[config.mk]
export PLATFORM = sky130hd
export DESIGN_NAME = proc
export DESIGN_NICKNAME = d
export VERILOG_FILES = /design/src/common/procPkg.sv /design/src/logic/proc.sv /design/src/execute/executeStage.sv /design/src/logic/hazardUnit.sv /design/src/logic/regFile.sv /design/src/decode/instrDecode.sv /design/src/fetch/fetchUnit.sv
export VERILOG_INCLUDE_DIRS = /design/src /design/src/common
export SDC_FILE = /design/constraint.sdc
export NUM_CORES = 1
export LEC_CHECK = 0
export BUFFER_PORTS_ARGS = -buffer_cell sky130_fd_sc_hd__buf_4
export CORE_MARGIN = 10
export CORE_UTILIZATION = 55
export CTS_BUF_LIST = sky130_fd_sc_hd__clkbuf_8
export DETAILED_ROUTE_END_ITERATION = 6
export GPL_TIMING_DRIVEN = 0
export PLACE_DENSITY = 0.73
export SLEW_MARGIN = 40
export SYNTH_ARGS = -nofsm -noshare
export SYNTH_HDL_FRONTEND = slang
export SYNTH_SLANG_ARGS = --single-unit
[constraint.sdc]
create_clock -name clk -period 4.3 [get_ports clk]
set_input_delay 0.86 -clock clk [delete_from_list [all_inputs] [get_ports clk]]
set_output_delay 0.86 -clock clk [all_outputs]
set_load 0.1 [all_outputs]
[src/common/proc_defs.svh]
`ifndef PROC_DEFS_SVH
`define PROC_DEFS_SVH

// Datapath width and register count
`define DATA_W   16
`define NUM_REGS 8

// Canonical NOP, used for squash and bubbles
`define NOP_WORD 16'h0800

// Opcodes, instr[15:11]
`define OP_HALT 5'b00000
`define OP_NOP  5'b00001
`define OP_ADDI 5'b01000
`define OP_J    5'b00100
`define OP_BEQZ 5'b01100
`define OP_BNEZ 5'b01101
`define OP_ST   5'b10000
`define OP_LD   5'b10001
`define OP_LBI  5'b11000
`define OP_ALU  5'b11011

// R-format function, instr[1:0]
`define FN_ADD 2'b00
`define FN_SUB 2'b01
`define FN_XOR 2'b10
`define FN_AND 2'b11

`endif
[src/common/procPkg.sv]
`include "proc_defs.svh"

package procPkg;

   // Data, address and instruction word
   typedef logic [`DATA_W-1:0] wordT;

   // Register index, Rs / Rt / Rd fields
   typedef logic [$clog2(`NUM_REGS)-1:0] regIdxT;

   // Opcode field, top five bits of the instruction
   typedef logic [4:0] opcodeT;

   // R-format function select
   // Immediate forms always decode to add
   typedef logic [1:0] aluFnT;

endpackage

[src/logic/proc.sv]
`timescale 1ns/1ps
`include "proc_defs.svh"

module proc import procPkg::*; (
   input  logic clk,
   input  logic rstN,
   output wordT imemAddr,
   input  wordT imemData,
   output logic dmemEn,
   output logic dmemWr,
   output wordT dmemAddr,
   output wordT dmemWdata,
   input  wordT dmemRdata,
   output logic halted,
   output logic err
);

   // Fetch and hazard control
   wordT pcInc, target;
   logic stall, branchTaken, rawTaken, haltNow, bubble;

   // Decode stage
   wordT idInstr, idPcInc, idImm, rfRd1, rfRd2, idOpA, idOpB;
   regIdxT idRs1, idRs2, idRd;
   aluFnT idFn;
   logic idWe, idUseImm, idLoad, idStore, idBranch, idJump, idHalt, idLoadImm;
   logic [1:0] fwd1, fwd2;
   logic memFwdLoad;

   // Execute stage
   wordT exInstr, exPcInc, exOpA, exOpB, exImm, exResult;
   regIdxT exRd;
   aluFnT exFn;
   logic exWe, exUseImm, exLoadImm, exLoad, exStore, exBranch, exJump, exHalt;

   // Memory and writeback stages
   wordT memAlu, memStData, memFwdData, wbAlu, wbLoadData, wbData;
   regIdxT memRd, wbRd;
   logic memWe, memLoad, memStore, memHalt, wbWe, wbLoad;

   function automatic wordT fwdPick(logic [1:0] sel, wordT exV, wordT memV, wordT wbV,
                                    wordT rfV);
      case (sel)
         2'b11: fwdPick = exV;
         2'b10: fwdPick = memV;
         2'b01: fwdPick = wbV;
         default: fwdPick = rfV;
      endcase
   endfunction

   assign err = 1'b0;

   // HALT in MEM freezes the front end from this cycle on
   assign haltNow = memHalt || halted;
   // Anything younger than HALT must not redirect fetch
   assign branchTaken = rawTaken && !haltNow;
   assign bubble = stall || branchTaken || haltNow;

   fetchUnit fetch (
      .clk(clk), .rstN(rstN), .stall(stall), .halted(haltNow),
      .branchTaken(branchTaken), .target(target), .pc(imemAddr), .pcInc(pcInc)
   );

   // IF/ID
   always_ff @(posedge clk) begin
      if (!rstN || branchTaken || haltNow) begin
         idInstr <= `NOP_WORD;
      end else if (!stall) begin
         idInstr <= imemData;
      end
   end

   always_ff @(posedge clk) begin
      if (!stall) begin
         idPcInc <= pcInc;
      end
   end

   instrDecode decode (
      .instr(idInstr), .rs1(idRs1), .rs2(idRs2), .rd(idRd), .regWe(idWe), .imm(idImm),
      .aluFn(idFn), .useImm(idUseImm), .isLoad(idLoad), .isStore(idStore),
      .isBranch(idBranch), .isJump(idJump), .isHalt(idHalt), .loadImm(idLoadImm)
   );

   regFile rf (
      .clk(clk), .rstN(rstN), .rs1(idRs1), .rs2(idRs2), .rd1(rfRd1), .rd2(rfRd2),
      .wrIdx(wbRd), .wrData(wbData), .wrEn(wbWe)
   );

   hazardUnit hazard (
      .rs1(idRs1), .rs2(idRs2), .exRd(exRd), .exWe(exWe), .exLoad(exLoad),
      .memRd(memRd), .memWe(memWe), .memLoad(memLoad), .wbRd(wbRd), .wbWe(wbWe),
      .fwd1(fwd1), .fwd2(fwd2), .memFwdLoad(memFwdLoad), .stall(stall)
   );

   // Operand forwarding into decode
   assign memFwdData = memFwdLoad ? dmemRdata : memAlu;
   assign idOpA = fwdPick(fwd1, exResult, memFwdData, wbData, rfRd1);
   assign idOpB = fwdPick(fwd2, exResult, memFwdData, wbData, rfRd2);

   // ID/EX control, bubble on stall, squash or halt
   always_ff @(posedge clk) begin
      if (!rstN || bubble) begin
         exInstr  <= `NOP_WORD;
         exWe     <= 1'b0;
         exLoad   <= 1'b0;
         exStore  <= 1'b0;
         exBranch <= 1'b0;
         exJump   <= 1'b0;
         exHalt   <= 1'b0;
      end else begin
         exInstr  <= idInstr;
         exWe     <= idWe;
         exLoad   <= idLoad;
         exStore  <= idStore;
         exBranch <= idBranch;
         exJump   <= idJump;
         exHalt   <= idHalt;
      end
   end

   // ID/EX payload
   always_ff @(posedge clk) begin
      exPcInc   <= idPcInc;
      exOpA     <= idOpA;
      exOpB     <= idOpB;
      exImm     <= idImm;
      exFn      <= idFn;
      exUseImm  <= idUseImm;
      exLoadImm <= idLoadImm;
      exRd      <= idRd;
   end

   executeStage execute (
      .opA(exOpA), .opB(exOpB), .imm(exImm), .aluFn(exFn), .useImm(exUseImm),
      .loadImm(exLoadImm), .isBranch(exBranch), .isJump(exJump),
      .brNotZero(exInstr[15:11] == `OP_BNEZ), .pcInc(exPcInc),
      .result(exResult), .branchTaken(rawTaken), .target(target)
   );

   // EX/MEM, younger than a HALT in MEM is dropped
   always_ff @(posedge clk) begin
      if (!rstN || haltNow) begin
         memWe    <= 1'b0;
         memLoad  <= 1'b0;
         memStore <= 1'b0;
         memHalt  <= 1'b0;
      end else begin
         memWe    <= exWe;
         memLoad  <= exLoad;
         memStore <= exStore;
         memHalt  <= exHalt;
      end
   end

   always_ff @(posedge clk) begin
      memAlu    <= exResult;
      memStData <= exOpB;
      memRd     <= exRd;
   end

   // Data memory port, read data valid this cycle
   assign dmemEn    = memLoad || memStore;
   assign dmemWr    = memStore;
   assign dmemAddr  = memAlu;
   assign dmemWdata = memStData;

   // Sticky until reset
   always_ff @(posedge clk) begin
      if (!rstN) begin
         halted <= 1'b0;
      end else if (memHalt) begin
         halted <= 1'b1;
      end
   end

   // MEM/WB
   always_ff @(posedge clk) begin
      if (!rstN) begin
         wbWe   <= 1'b0;
         wbLoad <= 1'b0;
      end else begin
         wbWe   <= memWe;
         wbLoad <= memLoad;
      end
   end

   always_ff @(posedge clk) begin
      wbAlu      <= memAlu;
      wbLoadData <= dmemRdata;
      wbRd       <= memRd;
   end

   // Writeback select
   assign wbData = wbLoad ? wbLoadData : wbAlu;

endmodule

[src/execute/executeStage.sv]
`timescale 1ns/1ps
`include "proc_defs.svh"

module executeStage import procPkg::*; (
   input  wordT  opA,
   input  wordT  opB,
   input  wordT  imm,
   input  aluFnT aluFn,
   input  logic  useImm,
   input  logic  loadImm,
   input  logic  isBranch,
   input  logic  isJump,
   input  logic  brNotZero,
   input  wordT  pcInc,
   output wordT  result,
   output logic  branchTaken,
   output wordT  target
);

   wordT aluB;
   wordT aluOut;
   logic rsZero;

   // Immediate forms replace Rt
   assign aluB = useImm ? imm : opB;

   always_comb begin
      case (aluFn)
         `FN_SUB: aluOut = opA - aluB;
         `FN_XOR: aluOut = opA ^ aluB;
         `FN_AND: aluOut = opA & aluB;
         default: aluOut = opA + aluB;
      endcase
   end

   // LBI passes the immediate straight through
   assign result = loadImm ? imm : aluOut;

   // Branch condition on Rs
   assign rsZero = (opA == '0);
   assign branchTaken = isJump || (isBranch && (brNotZero ? !rsZero : rsZero));

   // Displacement is relative to the next instruction
   assign target = pcInc + imm;

endmodule

[src/logic/hazardUnit.sv]
`timescale 1ns/1ps

module hazardUnit import procPkg::*; (
   input  regIdxT     rs1,
   input  regIdxT     rs2,
   input  regIdxT     exRd,
   input  logic       exWe,
   input  logic       exLoad,
   input  regIdxT     memRd,
   input  logic       memWe,
   input  logic       memLoad,
   input  regIdxT     wbRd,
   input  logic       wbWe,
   output logic [1:0] fwd1,
   output logic [1:0] fwd2,
   output logic       memFwdLoad,
   output logic       stall
);

   logic exHit1, exHit2, memHit1, memHit2, wbHit1, wbHit2;

   // Select encoding
   // 11 EX result, 10 MEM, 01 WB write data, 00 register file
   function automatic logic [1:0] pickFwd(logic exHit, logic memHit, logic wbHit);
      if (exHit) begin
         pickFwd = 2'b11;
      end else if (memHit) begin
         pickFwd = 2'b10;
      end else if (wbHit) begin
         pickFwd = 2'b01;
      end else begin
         pickFwd = 2'b00;
      end
   endfunction

   assign exHit1  = exWe && (exRd == rs1);
   assign exHit2  = exWe && (exRd == rs2);
   assign memHit1 = memWe && (memRd == rs1);
   assign memHit2 = memWe && (memRd == rs2);
   assign wbHit1  = wbWe && (wbRd == rs1);
   assign wbHit2  = wbWe && (wbRd == rs2);

   // Load in EX only has an address, so wait one cycle
   assign stall = exLoad && (exHit1 || exHit2);

   // Youngest writer wins, never a load still in EX
   assign fwd1 = pickFwd(exHit1 && !exLoad, memHit1, wbHit1);
   assign fwd2 = pickFwd(exHit2 && !exLoad, memHit2, wbHit2);

   // MEM load returns memory data, not its address
   assign memFwdLoad = memLoad;

endmodule

[src/logic/regFile.sv]
`timescale 1ns/1ps
`include "proc_defs.svh"

module regFile import procPkg::*; (
   input  logic   clk,
   input  logic   rstN,
   input  regIdxT rs1,
   input  regIdxT rs2,
   output wordT   rd1,
   output wordT   rd2,
   input  regIdxT wrIdx,
   input  wordT   wrData,
   input  logic   wrEn
);

   wordT regs [`NUM_REGS];

   // One write port, at the edge
   always_ff @(posedge clk) begin
      if (!rstN) begin
         for (int i = 0; i < `NUM_REGS; i++) begin
            regs[i] <= '0;
         end
      end else if (wrEn) begin
         regs[wrIdx] <= wrData;
      end
   end

   // Combinational reads
   // Same-cycle write shows up next cycle, WB forward bridges the gap
   assign rd1 = regs[rs1];
   assign rd2 = regs[rs2];

endmodule

[src/decode/instrDecode.sv]
`timescale 1ns/1ps
`include "proc_defs.svh"

module instrDecode import procPkg::*; (
   input  wordT   instr,
   output regIdxT rs1,
   output regIdxT rs2,
   output regIdxT rd,
   output logic   regWe,
   output wordT   imm,
   output aluFnT  aluFn,
   output logic   useImm,
   output logic   isLoad,
   output logic   isStore,
   output logic   isBranch,
   output logic   isJump,
   output logic   isHalt,
   output logic   loadImm
);

   opcodeT op;
   wordT   imm5;
   wordT   imm8;
   wordT   imm11;

   assign op = instr[15:11];

   // Read selects are fixed fields, Rs and Rt
   assign rs1 = instr[10:8];
   assign rs2 = instr[7:5];

   // Sign-extended immediate per format
   assign imm5  = {{(`DATA_W-5){instr[4]}}, instr[4:0]};
   assign imm8  = {{(`DATA_W-8){instr[7]}}, instr[7:0]};
   assign imm11 = {{(`DATA_W-11){instr[10]}}, instr[10:0]};

   always_comb begin
      // Defaults behave as NOP
      rd       = instr[4:2];
      regWe    = 1'b0;
      imm      = imm5;
      aluFn    = `FN_ADD;
      useImm   = 1'b0;
      isLoad   = 1'b0;
      isStore  = 1'b0;
      isBranch = 1'b0;
      isJump   = 1'b0;
      isHalt   = 1'b0;
      loadImm  = 1'b0;
      case (op)
         `OP_ALU: begin
            regWe = 1'b1;
            aluFn = instr[1:0];
         end
         `OP_ADDI: begin
            rd     = instr[7:5];
            regWe  = 1'b1;
            useImm = 1'b1;
         end
         // Address is Rs + offset
         `OP_LD: begin
            rd     = instr[7:5];
            regWe  = 1'b1;
            useImm = 1'b1;
            isLoad = 1'b1;
         end
         // Store data rides on the Rt operand
         `OP_ST: begin
            useImm  = 1'b1;
            isStore = 1'b1;
         end
         `OP_LBI: begin
            rd      = instr[10:8];
            regWe   = 1'b1;
            imm     = imm8;
            loadImm = 1'b1;
         end
         `OP_BEQZ, `OP_BNEZ: begin
            imm      = imm8;
            isBranch = 1'b1;
         end
         `OP_J: begin
            imm    = imm11;
            isJump = 1'b1;
         end
         `OP_HALT: isHalt = 1'b1;
         // NOP and unused opcodes
         default: ;
      endcase
   end

endmodule

[src/fetch/fetchUnit.sv]
`timescale 1ns/1ps

module fetchUnit import procPkg::*; (
   input  logic clk,
   input  logic rstN,
   input  logic stall,
   input  logic halted,
   input  logic branchTaken,
   input  wordT target,
   output wordT pc,
   output wordT pcInc
);

   wordT pcNext;

   // Byte addressed, two bytes per instruction
   assign pcInc = pc + wordT'(2);

   // Redirect wins over hold
   always_comb begin
      if (branchTaken) begin
         pcNext = target;
      end else if (stall || halted) begin
         pcNext = pc;
      end else begin
         pcNext = pcInc;
      end
   end

   // First fetch after reset from address 0
   always_ff @(posedge clk) begin
      if (!rstN) begin
         pc <= '0;
      end else begin
         pc <= pcNext;
      end
   end

endmodule

Word-level counts from Yosys, hierarchy flattened
Memory sizes are Yosys's and may differ from the RTL's. A register that Yosys moved wholly into a read port is not among the register bits.
Index checks and enable logic that the tools add are counted.
{"block": "classes", "n_addsub": 4, "n_eq_ne": 25, "muxes": 37, "n_bitwise": 2, "n_reduce_logical": 34}
{"op": "16-bit one-hot mux with 3 select lines", "count": 3}
{"op": "16-bit 2-to-1 mux", "count": 7}
{"op": "16-bit adder", "count": 2}
{"op": "16-bit one-hot mux with 2 select lines", "count": 1}
{"op": "5-bit by 4-bit == test with 1-bit output, second input constant", "count": 4}
{"op": "5-bit == test, second input constant", "count": 4}
{"op": "3-bit == test", "count": 6}
{"op": "16-bit by 2-bit adder with 16-bit output, second input constant", "count": 1}
{"op": "16-bit bitwise AND", "count": 1}
{"op": "16-bit zero test", "count": 1}
{"op": "1-bit 2-to-1 mux", "count": 16}
{"op": "16-bit OR reduction", "count": 1}
{"op": "16-bit subtractor", "count": 1}
{"op": "16-bit bitwise XOR", "count": 1}
{"op": "3-bit 2-to-1 mux", "count": 5}
{"op": "2-bit == test, second input constant", "count": 6}
{"op": "1-bit logical AND", "count": 11}
{"op": "1-bit logical OR", "count": 11}
{"op": "2-bit 2-to-1 mux", "count": 4}
{"op": "2-bit by 1-bit == test with 1-bit output, second input constant", "count": 3}
{"op": "3-bit one-hot mux with 2 select lines", "count": 1}
{"op": "3-bit OR reduction", "count": 2}
{"op": "5-bit by 3-bit == test with 1-bit output, second input constant", "count": 1}
{"op": "5-bit zero test", "count": 1}
{"op": "4 further kinds", "count": 8}
{"block": "totals", "register_bits": 218, "mem_bits_rw": 128, "input_bits": 34, "output_inout_bits": 52, "word_cells": 134, "mem_count": 1}
{"memory": "rf.regs", "depth": 8, "word_bits": 16, "read_ports": 2, "rd_ports_with_merged_regs": 2, "wr": 8, "line_no": "regFile.sv:16", "text": "wordT regs [`NUM_REGS];"}

Longest topological paths before layout
{"block": "logic_depth", "word_depth": 9, "depth_mapped": 18, "depth_no_buf": 15}

Cells and area by module
From an unflattened synthesis, not the netlist that was laid out.
{"block": "unflattened", "cells_unflattened": 1358, "area_unflattened_um2": 17057.6}
{"mod": "regFile", "n_inst": 1, "cells_per_inst": 430, "area_each_um2": 6876.6, "seq_area_each_um2": 3843.7}
{"mod": "proc", "n_inst": 1, "cells_per_inst": 333, "area_each_um2": 5696.7, "seq_area_each_um2": 3983.8}
{"mod": "executeStage", "n_inst": 1, "cells_per_inst": 354, "area_each_um2": 2610.0, "seq_area_each_um2": 0.0}
{"mod": "fetchUnit", "n_inst": 1, "cells_per_inst": 134, "area_each_um2": 1106.1, "seq_area_each_um2": 320.3}
{"mod": "instrDecode", "n_inst": 1, "cells_per_inst": 71, "area_each_um2": 495.5, "seq_area_each_um2": 0.0}
{"mod": "hazardUnit", "n_inst": 1, "cells_per_inst": 36, "area_each_um2": 272.8, "seq_area_each_um2": 0.0}

Worst setup path after synthesis
No wires, ideal clock.
{"block": "synth_path", "path_type": "register -> register", "from": "reg exUseImm", "to": "reg exOpA[9]", "setup_ps": 95, "arrival_ps": 3772, "required_time_ps": 4205, "path_slack_ps": 433, "path_stages_with_launch": 18, "n_path_buf": 3, "synth_period_minus_slack_ps": 3867, "cell_sequence": "dfxtp_1 > buf_4 > clkbuf_1 > buf_2 > mux2i_1 > ha_1 > o211ai_1 > or2_2 > o21ai_0 > xor2_1 > ha_1 > and4_1 > nand2_1 > a21oi_1 > or2_2 > o31ai_1 > o21ai_0 > a221oi_1"}
{"block": "synth_between", "elab_chain_len": 5, "word_cells_on_any_way": 8, "classes_between": "add/sub: 2; mux: 4; bitwise: 2"}
{"item": "start, declared", "line_no": "proc.sv:34", "text": "logic exWe, exUseImm, exLoadImm, exLoad, exStore, exBranch, exJump, exHalt;"}
{"item": "start signal, assigned", "line_no": "proc.sv:129", "text": "exUseImm <= idUseImm;"}
{"item": "16-bit 2-to-1 mux (*)", "line_no": "executeStage.sv:25", "text": "assign aluB = useImm ? imm : opB;"}
{"item": "16-bit adder, or another cell as far along", "line_no": "executeStage.sv:32", "text": "default: aluOut = opA + aluB;"}
{"item": "16-bit one-hot mux with 3 select lines (*)", "line_no": "executeStage.sv:28", "text": "case (aluFn)"}
{"item": "16-bit 2-to-1 mux (*)", "line_no": "executeStage.sv:37", "text": "assign result = loadImm ? imm : aluOut;"}
{"item": "16-bit one-hot mux with 3 select lines (*)", "line_no": "proc.sv:43", "text": "case (sel)"}
{"item": "named net idOpA[9]", "line_no": "proc.sv:23", "text": "wordT idInstr, idPcInc, idImm, rfRd1, rfRd2, idOpA, idOpB;"}
{"item": "end signal, assigned", "line_no": "proc.sv:125", "text": "exOpA <= idOpA;"}
{"item": "end, declared", "line_no": "proc.sv:31", "text": "wordT exInstr, exPcInc, exOpA, exOpB, exImm, exResult;"}
Mark *: on every way through the listed nets, which the timed path passes. The rest lies on a longest branch.
A chain may end at the register's enable or synchronous reset.

Final worst setup path
{"block": "layout_path", "from": "reg exUseImm", "to": "reg exOpA[12]"}
Same word-level chain as after synthesis.

==> flow_metrics.py <==
metrics = {
    "synthesis": {
        "netlist.area_leader.share": 0.269,
        "synthCells": 1465,
        "synthAdderAreaFrac": 0.0398,
        "synth_cell_types": 67,
        "avgSynthCellArea_um2": 11.0,
        "synth_top_area_cell": "edfxtp_1",
        "syn_area_mm2": 0.0161,
        "yosysSeqAreaShare": 0.508,
        "synth_compound_area_frac": 0.113,
        "yosys-top-cells-area": "edfxtp_1 27%, dfxtp_1 24%, mux4_2 9.0%",
        "synthMuxAreaShare": 0.149,
        "synth_xor_xnor_area_share": 0.0386,
        "synth_most_common_cell": "nor2_1",
        "ys.flop_type": "dfxtp_1",
        "synth_top_family_by_area": "multiplexers",
        "ys_warn_count": 0,
        "synthSimpleGateAreaFrac": 0.121,
        "synth_common_cells": "203 x nor2_1, 192 x dfxtp_1, 144 x edfxtp_1, 126 x nand2_1, 90 x a21oi_1",
        "ys_ff_latch": 336,
        "synth_edf_count": 144,
        "syn-num-nets": 1549,
        "async_flop_share": 0,
    },
    "finish": {
        "area_delta_synth_final_pct": 14.5,
        "instances_no_fill": 2034,
        "final_layout_size_suffix_gt1_frac": 0.195,
        "fin_nets": 1691,
        "diodes": 0,
    },
    "global_route": {
        "track_usage": 0.241,
        "busiest_layer": "met2",
        "grt_first_pass_wirelength_um": 68900,
        "grtUsageMet1": 0.304,
        "grt_max_degree": 29,
        "use_met2": 0.406,
        "grt_pass1_vias": 12300,
        "grt_util_met3": 0.0483,
        "globalRouteOverflowTotal": 0,
        "antenna_found_initial": 1,
    },
    "placed_design": {
        "io_buffers": 84,
        "dpl.cell_count": 1934,
        "gp_congestion": 0.951,
        "dpl.hpwl_um": 33000,
    },
    "routing": {
        "drcViolationCount": 0,
        "dr.pass1.iters": 6,
        "viasPerCell": 6.06,
        "vias": 12300,
        "drtIter0Drc": 1298,
        "ant_nets": 0,
        "wire_per_inst_um": 21.9,
        "routed_wl_um": 44600,
    },
    "cts": {
        "clock_path_buffers": 3,
        "cts_tree": "built",
        "htreeDepth": 2,
        "holdBufCountCts": 0,
        "cts_sinks": 336,
        "clk_pin_slew_ns": 0.06,
        "cts_buffers": 56,
        "post_cts_buffers": 0,
        "clock-root-buffer": "clkbuf_8",
        "insertion_delay_ns": 0.61,
    },
    "critical_path": {
        "required_ns": 4.73,
        "end_kind": "flop",
        "start_kind": "flop",
        "cp_max_fo": 28,
        "critPathSlowestCell": "a21oi_1",
        "crit_chain": "buf_8, mux2i_2, ha_1, o211ai_1, or2_2, nor2_1, nor2_1, xnor2_1, ha_1, and2_1, or2_2, o21ai_0, a2111oi_0, a21oi_1, a21oi_1",
        "r2r-start": "exUseImm",
        "cpPeakStageDelay_ns": 0.47,
        "ff2ff_path_depth": 15,
        "arrival_ns": 4.44,
        "path_class": "flop to flop",
        "r2r-end": "exOpA[12]",
        "r2r_slack_ns": 0.29,
    },
    "pwr": {
        "vdd_drop_max_mv": 0.352,
        "cellPowerDensity_mw_per_mm2": 503,
        "p_leak_nw": 7.42,
    },
    "sta": {
        "worst_slew_pin_slew_ns": 0.820,
        "period_share": 0.932,
        "hold-worst-slack_ns": 0.339,
        "setup_viol": 0,
        "slew_headroom": 0.453,
        "fin_skew_ns": 0.0472,
        "fin_crit_ns": 4.01,
        "finalHoldViolCount": 0,
        "rsz0062_at_grt": "no",
        "slew_viol_final": 0,
        "fmax_mhz": 249,
    },
    "die": {
        "num_rows": 62,
        "io_pins": 86,
        "start_util": 0.559,
        "core_area_mm2": 0.0288,
        "die_area_mm2": 0.0365,
        "die_w_um": 191,
        "die_h_um": 191,
    },
    "hold_path": {
        "min_from": "idPcInc[1]",
        "whs_endpoint": "exPcInc[1]",
        "hp-class": "flop to flop",
        "whs_path_depth": 0,
    },
    "status": {
        "status": "completed",
    },
    "flow_run": {
        "maxCapViolCount": 0,
    },
}
-- cell usage in the layout (no fill, tap or decap), types with 21 or more instances in the layout --
cell type | Yosys | final
nor2_1 | 203 | 203
dfxtp_1 | 192 | 192
edfxtp_1 | 144 | 144
nand2_1 | 126 | 118
a21oi_1 | 90 | 90
buf_4 | 4 | 87
clkbuf_8 | 0 | 65
mux4_2 | 64 | 64
o21ai_0 | 65 | 63
inv_1 | 42 | 61
mux2i_1 | 76 | 59
xnor2_1 | 56 | 56
ha_1 | 48 | 48
clkbuf_1 | 49 | 46
a211oi_1 | 26 | 25
buf_2 | 21 | 21
-- flip-flops by register name, summed over array words and instances, names as in the netlist, 5 cells and up, named ones only --
register and flops:
idInstr 16, wbLoadData 16, exOpB 16, idPcInc 16, fetch.pc 16, exPcInc 16, exOpA 16, dmemWdata 16
exInstr 5, wbAlu 16, dmemAddr 16, exImm 11, rf.regs 128
-- worst max-delay path, delay by kind of cell, from the launching register on --
family	cells	cell delay, ns
and+or+nand+nor	5	1.09
AOI/OAI and AO/OA	5	0.99
xor gates and xnor gates	1	0.14
DFF	1	0.44
adders and majority gates	2	0.62
buffers and inverters	1	0.25
muxes	1	0.30
-- final cells by class --
type / instances / area (um2)
plain buffers: 76 / 337
clock buffers: 65 / 895
clock inverters: 36 / 174
fillers: 2264 / 10300
inverters: 42 / 158
multi-input cells: 1009 / 7550
flip-flops and latches: 336 / 8170
well taps: 384 / 480
repair buffers: 86 / 669
-- report_power, final --
| group | internal (mW) | switching [mW] |
|---|---|---|
| sequential | 3.65 | 0.271 |
| clock | 1.38 | 1.27 |
| combinational | 0.780 | 1.92 |
-- repair_timing --
action,4_1_cts,5_1_grt
gates resized for setup,0,11
pin swaps,0,1
setup endpoints to repair,27,21
-- layer usage --
layer  up-vias  routed length [um]
met5         -                  13
met4         2                1200
met3        98                3540
met2       566               22000
met1      5998               17900
li1       5661                   -
-- per-stage QoR --
stage / TNS [ns] / worst slack, ns / instance area [um2] / util / power [mW]
finish: 0 / 0.291 / 18400 / 0.640 / 9.27
global route: 0 / 0.0400 / 18400 / 0.640 / 9.65
CTS: 0 / 0.0227 / 18300 / 0.637 / 9.22
detailed placement: -7.25 / -0.611 / 17300 / 0.601 / 6.60
global placement: -7.36 / -0.681 / 17200 / 0.598 / 6.52
floorplan: 0 / 0.433 / 16100 / - / 5.81
-- how the worst max path moves through the flow --
stage             start   endpoint  slack [ns]
3_5_place_dp   exUseImm   exOpA[9]       -0.61
4_1_cts        exUseImm   exOpA[9]        0.02
2_1_floorplan  exUseImm   exOpA[9]        0.43
6_report       exUseImm  exOpA[12]        0.29
5_1_grt        exUseImm   exOpB[9]        0.04
3_3_place_gp   exUseImm   exOpA[9]       -0.68
-- kinds of logic after synthesis --
family,Yosys count
flops,336
fa+ha+maj,50
other cells,1
xor+xnor,71
compound gates,286
buf+inv,120
simple gates,443
mux,158
(Power assumes the default switching activity.)
